### config.mk
export PLATFORM = sky130hd
export DESIGN_NAME = pad_top
export DESIGN_NICKNAME = d
export VERILOG_FILES = /design/src/pad_pkg.sv /design/src/autofire.sv /design/src/joypad_shifter.sv /design/src/pad_map.sv /design/src/pad_top.sv /design/src/reset_ctrl.sv
export SDC_FILE = /design/constraint.sdc
export NUM_CORES = 1
export LEC_CHECK = 0
export ABC_AREA = 1
export BUFFER_PORTS_ARGS = -buffer_cell sky130_fd_sc_hd__buf_2
export CAP_MARGIN = 30
export CELL_PAD_IN_SITES_DETAIL_PLACEMENT = 2
export CELL_PAD_IN_SITES_GLOBAL_PLACEMENT = 2
export CORE_ASPECT_RATIO = 0.7
export CORE_MARGIN = 4
export CORE_UTILIZATION = 26
export CTS_CLUSTER_SIZE = 25
export DETAILED_ROUTE_END_ITERATION = 8
export GPL_TIMING_DRIVEN = 0
export PLACE_DENSITY = 0.82
export SLEW_MARGIN = 20
export SYNTH_ARGS = -nofsm -noshare
export SYNTH_HDL_FRONTEND = slang
export SYNTH_HIERARCHICAL = 1
export SYNTH_SLANG_ARGS = --single-unit
### constraint.sdc
create_clock -name clk -period 1.03 [get_ports clk]
set_input_delay 0.103 -clock clk [delete_from_list [all_inputs] [get_ports clk]]
set_output_delay 0.103 -clock clk [all_outputs]
set_load 0.02 [all_outputs]
### src/pad_pkg.sv
// shared definitions for the controller input path
// nes button order, dualshock byte layout, reset and autofire timing
// imported by every module of the pad path and by the testbench

package pad_pkg;

    ////////////////////////////////////////////////////////////
    // nes side

    localparam int NES_BTN_W = 8;

    // bit positions in the joypad shift register, A comes out first
    typedef enum logic [2:0] {
        BTN_A      = 3'd0,
        BTN_B      = 3'd1,
        BTN_SELECT = 3'd2,
        BTN_START  = 3'd3,
        BTN_UP     = 3'd4,
        BTN_DOWN   = 3'd5,
        BTN_LEFT   = 3'd6,
        BTN_RIGHT  = 3'd7
    } nes_btn_e;

    ////////////////////////////////////////////////////////////
    // dualshock raw bytes, all bits active low

    localparam int DS_BYTE_W    = 8;

    localparam int DS0_SELECT   = 0;
    localparam int DS0_START    = 3;
    localparam int DS0_UP       = 4;
    localparam int DS0_RIGHT    = 5;
    localparam int DS0_DOWN     = 6;
    localparam int DS0_LEFT     = 7;

    localparam int DS1_TRIANGLE = 4;    // autofire A
    localparam int DS1_CIRCLE   = 5;    // A
    localparam int DS1_CROSS    = 6;    // B
    localparam int DS1_SQUARE   = 7;    // autofire B

    ////////////////////////////////////////////////////////////
    // timing

    localparam int RESET_HOLD_CYCLES    = 255;
    localparam int RESET_CNT_W          = $clog2(RESET_HOLD_CYCLES + 1);
    localparam int AUTOFIRE_HALF_PERIOD = 8;    // cycles per autofire level
    localparam int AF_CNT_W             = $clog2(AUTOFIRE_HALF_PERIOD);

    typedef enum logic {
        RST_HOLD,
        RST_RUN
    } rst_state_e;

endpackage

### src/autofire.sv
// autofire for one button
// while held, the output toggles every AUTOFIRE_HALF_PERIOD cycles

`timescale 1ns/1ps

module autofire
    import pad_pkg::*;
(
    input  logic clk,
    input  logic i_sys_resetn,
    input  logic i_btn,
    output logic o_fire
);

    logic [AF_CNT_W-1:0] half_cnt;

    always_ff @(posedge clk) begin
        if (!i_sys_resetn || !i_btn) begin   // release restarts the pattern
            half_cnt <= '0;
            o_fire   <= 1'b0;
        end else begin
            if (half_cnt == '0)
                o_fire <= ~o_fire;          // first held cycle fires at once
            if (int'(half_cnt) == AUTOFIRE_HALF_PERIOD - 1)
                half_cnt <= '0;
            else
                half_cnt <= half_cnt + 1'b1;
        end
    end

endmodule

### src/joypad_shifter.sv
// nes joypad port as seen by the console core
// strobe latches the buttons, each falling joypad clock shifts one out
// o_data is register bit 0, zeros fill from the top

`timescale 1ns/1ps

module joypad_shifter
    import pad_pkg::*;
(
    input  logic                 clk,
    input  logic                 i_sys_resetn,
    input  logic [NES_BTN_W-1:0] i_btn,
    input  logic                 i_strobe,
    input  logic                 i_joy_clk,
    output logic                 o_data
);

    logic                 joy_clk_q;     // registered joypad clock
    logic                 joy_clk_prev;  // last cycle's registered value
    logic                 joy_clk_fall;
    logic [NES_BTN_W-1:0] shift_reg;

    assign joy_clk_fall = joy_clk_prev & ~joy_clk_q;

    always_ff @(posedge clk) begin
        if (!i_sys_resetn) begin
            joy_clk_q    <= 1'b0;
            joy_clk_prev <= 1'b0;
            shift_reg    <= '0;
        end else begin
            joy_clk_q    <= i_joy_clk;
            joy_clk_prev <= joy_clk_q;
            // shift has priority over a strobe in the same cycle
            if (joy_clk_fall)
                shift_reg <= {1'b0, shift_reg[NES_BTN_W-1:1]};
            else if (i_strobe)
                shift_reg <= i_btn;
        end
    end

    assign o_data = shift_reg[0];

endmodule

### src/pad_map.sv
// maps one player's controllers onto the eight nes buttons
// dualshock bytes are active low, usb buttons active high, results are ORed
// square and triangle drive autofire on B and A

`timescale 1ns/1ps

module pad_map
    import pad_pkg::*;
(
    input  logic                 clk,
    input  logic                 i_sys_resetn,
    input  logic [DS_BYTE_W-1:0] i_ds_rx0,
    input  logic [DS_BYTE_W-1:0] i_ds_rx1,
    input  logic [NES_BTN_W-1:0] i_usb_btn,
    input  logic                 i_usb_x,
    input  logic                 i_usb_y,
    output logic [NES_BTN_W-1:0] o_btn
);

    logic [NES_BTN_W-1:0] ds_btn;
    logic [NES_BTN_W-1:0] af_btn;
    logic                 af_a_in;
    logic                 af_b_in;
    logic                 fire_a;
    logic                 fire_b;

    assign af_a_in = ~i_ds_rx1[DS1_TRIANGLE] | i_usb_x;
    assign af_b_in = ~i_ds_rx1[DS1_SQUARE] | i_usb_y;

    autofire u_af_b (
        .clk          (clk),
        .i_sys_resetn (i_sys_resetn),
        .i_btn        (af_b_in),
        .o_fire       (fire_b)
    );

    autofire u_af_a (
        .clk          (clk),
        .i_sys_resetn (i_sys_resetn),
        .i_btn        (af_a_in),
        .o_fire       (fire_a)
    );

    ////////////////////////////////////////////////////////////
    // dualshock to nes order

    always_comb begin
        ds_btn = '0;
        ds_btn[BTN_A]      = ~i_ds_rx1[DS1_CIRCLE];
        ds_btn[BTN_B]      = ~i_ds_rx1[DS1_CROSS];
        ds_btn[BTN_SELECT] = ~i_ds_rx0[DS0_SELECT];
        ds_btn[BTN_START]  = ~i_ds_rx0[DS0_START];
        ds_btn[BTN_UP]     = ~i_ds_rx0[DS0_UP];
        ds_btn[BTN_DOWN]   = ~i_ds_rx0[DS0_DOWN];
        ds_btn[BTN_LEFT]   = ~i_ds_rx0[DS0_LEFT];
        ds_btn[BTN_RIGHT]  = ~i_ds_rx0[DS0_RIGHT];
    end

    always_comb begin
        af_btn = '0;
        af_btn[BTN_A] = fire_a;
        af_btn[BTN_B] = fire_b;
    end

    assign o_btn = ds_btn | af_btn | i_usb_btn;

endmodule

### src/pad_top.sv
// controller input path of the console
// two players: dualshock bytes plus usb buttons in, nes joypad serial bits out
// also generates the system reset (power-up hold and home combo)

`timescale 1ns/1ps

module pad_top
    import pad_pkg::*;
(
    input  logic                 clk,
    input  logic                 resetn,

    // player 1
    input  logic [DS_BYTE_W-1:0] i_ds_rx0_p1,
    input  logic [DS_BYTE_W-1:0] i_ds_rx1_p1,
    input  logic [NES_BTN_W-1:0] i_usb_btn_p1,
    input  logic                 i_usb_x_p1,
    input  logic                 i_usb_y_p1,

    // player 2
    input  logic [DS_BYTE_W-1:0] i_ds_rx0_p2,
    input  logic [DS_BYTE_W-1:0] i_ds_rx1_p2,
    input  logic [NES_BTN_W-1:0] i_usb_btn_p2,
    input  logic                 i_usb_x_p2,
    input  logic                 i_usb_y_p2,

    // console core joypad interface
    input  logic                 i_joy_strobe,
    input  logic [1:0]           i_joy_clk,     // one per port
    output logic [1:0]           o_joy_data,

    output logic                 o_sys_resetn
);

    logic [NES_BTN_W-1:0] btn_p1;
    logic [NES_BTN_W-1:0] btn_p2;
    logic                 sys_resetn;

    assign o_sys_resetn = sys_resetn;

    ////////////////////////////////////////////////////////////
    // button mapping

    pad_map u_map_p1 (
        .clk          (clk),
        .i_sys_resetn (sys_resetn),
        .i_ds_rx0     (i_ds_rx0_p1),
        .i_ds_rx1     (i_ds_rx1_p1),
        .i_usb_btn    (i_usb_btn_p1),
        .i_usb_x      (i_usb_x_p1),
        .i_usb_y      (i_usb_y_p1),
        .o_btn        (btn_p1)
    );

    pad_map u_map_p2 (
        .clk          (clk),
        .i_sys_resetn (sys_resetn),
        .i_ds_rx0     (i_ds_rx0_p2),
        .i_ds_rx1     (i_ds_rx1_p2),
        .i_usb_btn    (i_usb_btn_p2),
        .i_usb_x      (i_usb_x_p2),
        .i_usb_y      (i_usb_y_p2),
        .o_btn        (btn_p2)
    );

    ////////////////////////////////////////////////////////////
    // joypad ports and reset

    joypad_shifter u_shift_p1 (
        .clk          (clk),
        .i_sys_resetn (sys_resetn),
        .i_btn        (btn_p1),
        .i_strobe     (i_joy_strobe),
        .i_joy_clk    (i_joy_clk[0]),
        .o_data       (o_joy_data[0])
    );

    joypad_shifter u_shift_p2 (
        .clk          (clk),
        .i_sys_resetn (sys_resetn),
        .i_btn        (btn_p2),
        .i_strobe     (i_joy_strobe),
        .i_joy_clk    (i_joy_clk[1]),
        .o_data       (o_joy_data[1])
    );

    reset_ctrl u_reset_ctrl (
        .clk          (clk),
        .resetn       (resetn),
        .i_btn_p1     (btn_p1),
        .o_sys_resetn (sys_resetn)
    );

endmodule

### src/reset_ctrl.sv
// system reset generation
// holds reset after power-up, then follows the home combo on player 1

`timescale 1ns/1ps

module reset_ctrl
    import pad_pkg::*;
(
    input  logic                 clk,
    input  logic                 resetn,
    input  logic [NES_BTN_W-1:0] i_btn_p1,
    output logic                 o_sys_resetn
);

    rst_state_e             state;
    logic [RESET_CNT_W-1:0] hold_cnt;
    logic                   home_combo;

    // home button shows up as select + down
    assign home_combo = i_btn_p1[BTN_SELECT] & i_btn_p1[BTN_DOWN];

    always_ff @(posedge clk) begin
        if (!resetn) begin
            state        <= RST_HOLD;
            hold_cnt     <= RESET_CNT_W'(RESET_HOLD_CYCLES);
            o_sys_resetn <= 1'b0;
        end else begin
            case (state)
                RST_HOLD: begin
                    o_sys_resetn <= 1'b0;
                    hold_cnt     <= hold_cnt - 1'b1;
                    if (hold_cnt == RESET_CNT_W'(1)) begin  // last hold cycle
                        state        <= RST_RUN;
                        o_sys_resetn <= ~home_combo;
                    end
                end
                RST_RUN:  o_sys_resetn <= ~home_combo;
                default:  state <= RST_HOLD;
            endcase
        end
    end

endmodule

==> summary.txt <==
Fin cells: 540
Max Cap Viol: 0
Synth Register Bits: 46
Die ar.: 10900 um2
Number of DRC markers in iteration 0: 80
Row count: 29
FF-to-FF Start: u_map_p1/u_af_b/half_cnt[1]
Peak supply drop: 0.489 mV
Synthesized area: 2400 um2
Reg2reg path depth: 4
Total CTS buffers: 5
Reg clk slew, reported paths: 0.07 ns
Final ANT Viol Nets: 0
Die Y: 88.4 um
# nets final: 486
Clock sink count: 46
Synth cell types: 17
Clock buffer depth: 2
Vias: 2383
Placed insts: 519
WL/cell: 15.5 um
Worst-skew pair later-pin latency: 0.29 ns
Max-slew violations: 0
Sequential fraction of the synthesis area: 38.4%
Crit start category: flop
Final Cycle Share: 111%
Multi-input gate area: 1350 um2
Hold wc startpoint: i_joy_clk[0]
Initial Util: 26.6%
IO Count: 60
Detailed Routing Iterations Pass 1: 4
Cell accounting for the most synthesized area: dfxtp_1
Total GRT Usage: 14.2%
CP Capture Point: u_map_p1/u_af_b/half_cnt[1]
IO Port Bufs: 46
Residual DRC: 0
Reg area: 947 um2
CP Capture Type: flop
Mapped Cells: 349
Slew margin rel.: 81.1%
ANT cells: 0
Final Hold Fails: 0
WHS: 0.0216 ns
Gr ovfl total: 0
Via density: 4.41
Syn_nets: 420
Vias in the first global route: 2616
Area share of the largest cell type after synthesis: 38.4%
Status: complete, but fails checks
First-pass GRT wire length: 12.1 mm
Reg2reg end: u_map_p1/u_af_b/half_cnt[1]
Worst Slack Setup Final: -0.118 ns
Die X: 123 um
Place WS: -0.166 ns
Power per cell area: 1100 nW/um2
Data arrival time of the critical path: 1.36 ns
Area delta synth->final: 39.5%
Worst clock skew: 0.00782 ns
Core box area: 9030 um2
Min-delay worst type: in -> reg
Filler cell count: 1049
Leakage power: 1.56 nW
Critical path type: reg -> reg
Avg Cell Area, Syn: 6.88 um2
Min Tclk post-route: 1.15 ns
Pin count of the biggest net entering global routing: 16
YS warnings: 6
RSZ-0062 raised after global routing: yes
Data required, critical path: 1.24 ns
CP startpoint: u_map_p1/u_af_b/half_cnt[1]
Failing checks: negative setup slack
Clk root buf: clkbuf_16
H-tree Lvls: 2
Fmax achieved: 871 MHz
Setup-failing EPs final: 10
Top cells by area, synth: dfxtp_1 (38%), nand2_1 (13%), inv_1 (13%)
Initial antenna violation count: 0
Flop2flop setup slack: -0.12 ns
DP Wirelength: 4.97 mm
GP Congestion: 0.738
CTS tree: built
Layout cell share with drive strength beyond 1: 36.5%
Slew @ Worst Pin: 0.284 ns
Final wirelength: 8.39 mm
CP max FO: 3
[layer usage]
metal / track usage [%] / up-vias / wire (um)
met3: 2.94 / 18 / 263
met5: 0 / - / 0
met2: 29.1 / 41 / 4550
met1: 15.2 / 1150 / 3350
met4: 1.83 / 0 / 228
li1: - / 1174 / -
[cell usage after synthesis]
master / count
buf_6: 4
o21ai_0: 4
o21ai_1: 2
nand3_2: 1
inv_1: 81
ha_1: 14
nand3_1: 43
or2_4: 4
nand2_2: 6
buf_2: 2
inv_2: 7
nand2_4: 2
dfxtp_1: 46
a21oi_1: 21
nand2_1: 86
nor2_1: 9
nor2_2: 17
[placed cells by master, fill, tap and decap left out, types with 7 or more instances in the layout]
cell,count
nor2_1,9
buf_4,10
nand2_2,8
buf_2,47
nand2_1,84
inv_2,9
a21oi_2,7
ha_4,14
dfxtp_2,9
nand3_1,42
dfxtp_1,33
a21oi_1,14
nor2_2,14
inv_1,75
[power breakdown]
part	switching [mW]	total, mW	internal, mW
clock network	0.713	1.61	0.902
registers	0.0149	1.80	1.78
logic	0.157	0.284	0.127
total	0.884	3.70	2.81
[stage by stage]
| stage | power, mW | setup TNS [ns] | util, % | area (um2) |
|---|---|---|---|---|
| 2_1_floorplan | 1.96 | 0 | - | 2400 |
| 3_3_place_gp | 2.07 | -0.517 | 30.8 | 2790 |
| 3_5_place_dp | 2.09 | -1.40 | 30.8 | 2790 |
| 4_1_cts | 3.73 | -0.268 | 34.8 | 3140 |
| 5_1_grt | 3.88 | -1.38 | 37.1 | 3350 |
| 6_report | 3.70 | -0.538 | 37.1 | 3350 |
[critical path: stages, from the launching register on]
cell	delay (ns)
dfxtp_2	0.35
ha_4	0.17
ha_4	0.15
or2_4	0.27
nor2_2	0.12
[cells by family (layout without fill, tap and decap cells)]
group	count (synthesis)	after routing	share of synthesized area [%]
AND/OR/NAND/NOR	168	168	32.6
buffers and inverters	94	161	16.1
flip-flops	46	46	38.4
AO/OA/AOI/OAI	27	27	5.63
adder cells (fa/ha/maj)	14	14	7.30
[repair_timing]
action                                  4_1_cts  5_1_grt
gates resized for setup                      40       38
buffers inserted                              9        4
pin swaps                                    13       16
hold endpoints to repair                      1        0
hold buffers                                  1        0
endpoints found under the setup margin       20       33
gates cloned                                  0        0
[worst min path at each step]
stage	end	slack, ns	cells past startpoint
2_1_floorplan	u_reset_ctrl/hold_cnt[3]	0.19	1
3_3_place_gp	u_shift_p2/joy_clk_q	0.30	3
3_5_place_dp	u_shift_p2/joy_clk_q	0.30	3
4_1_cts	u_shift_p1/joy_clk_q	0.02	3
5_1_grt	u_shift_p1/joy_clk_q	0.02	3
6_report	u_shift_p1/joy_clk_q	0.02	3
[area by class of cell]
type / count / area share [%]
buffer: 5 / 1.42
clock buffer: 6 / 3.85
clock inverter: 2 / 0.411
inverter: 88 / 10.2
multi-input combinational: 209 / 40.3
sequential: 46 / 28.3
tap: 124 / 4.63
timing repair buffer: 60 / 10.9
Power figures use the tool's default switching activity.
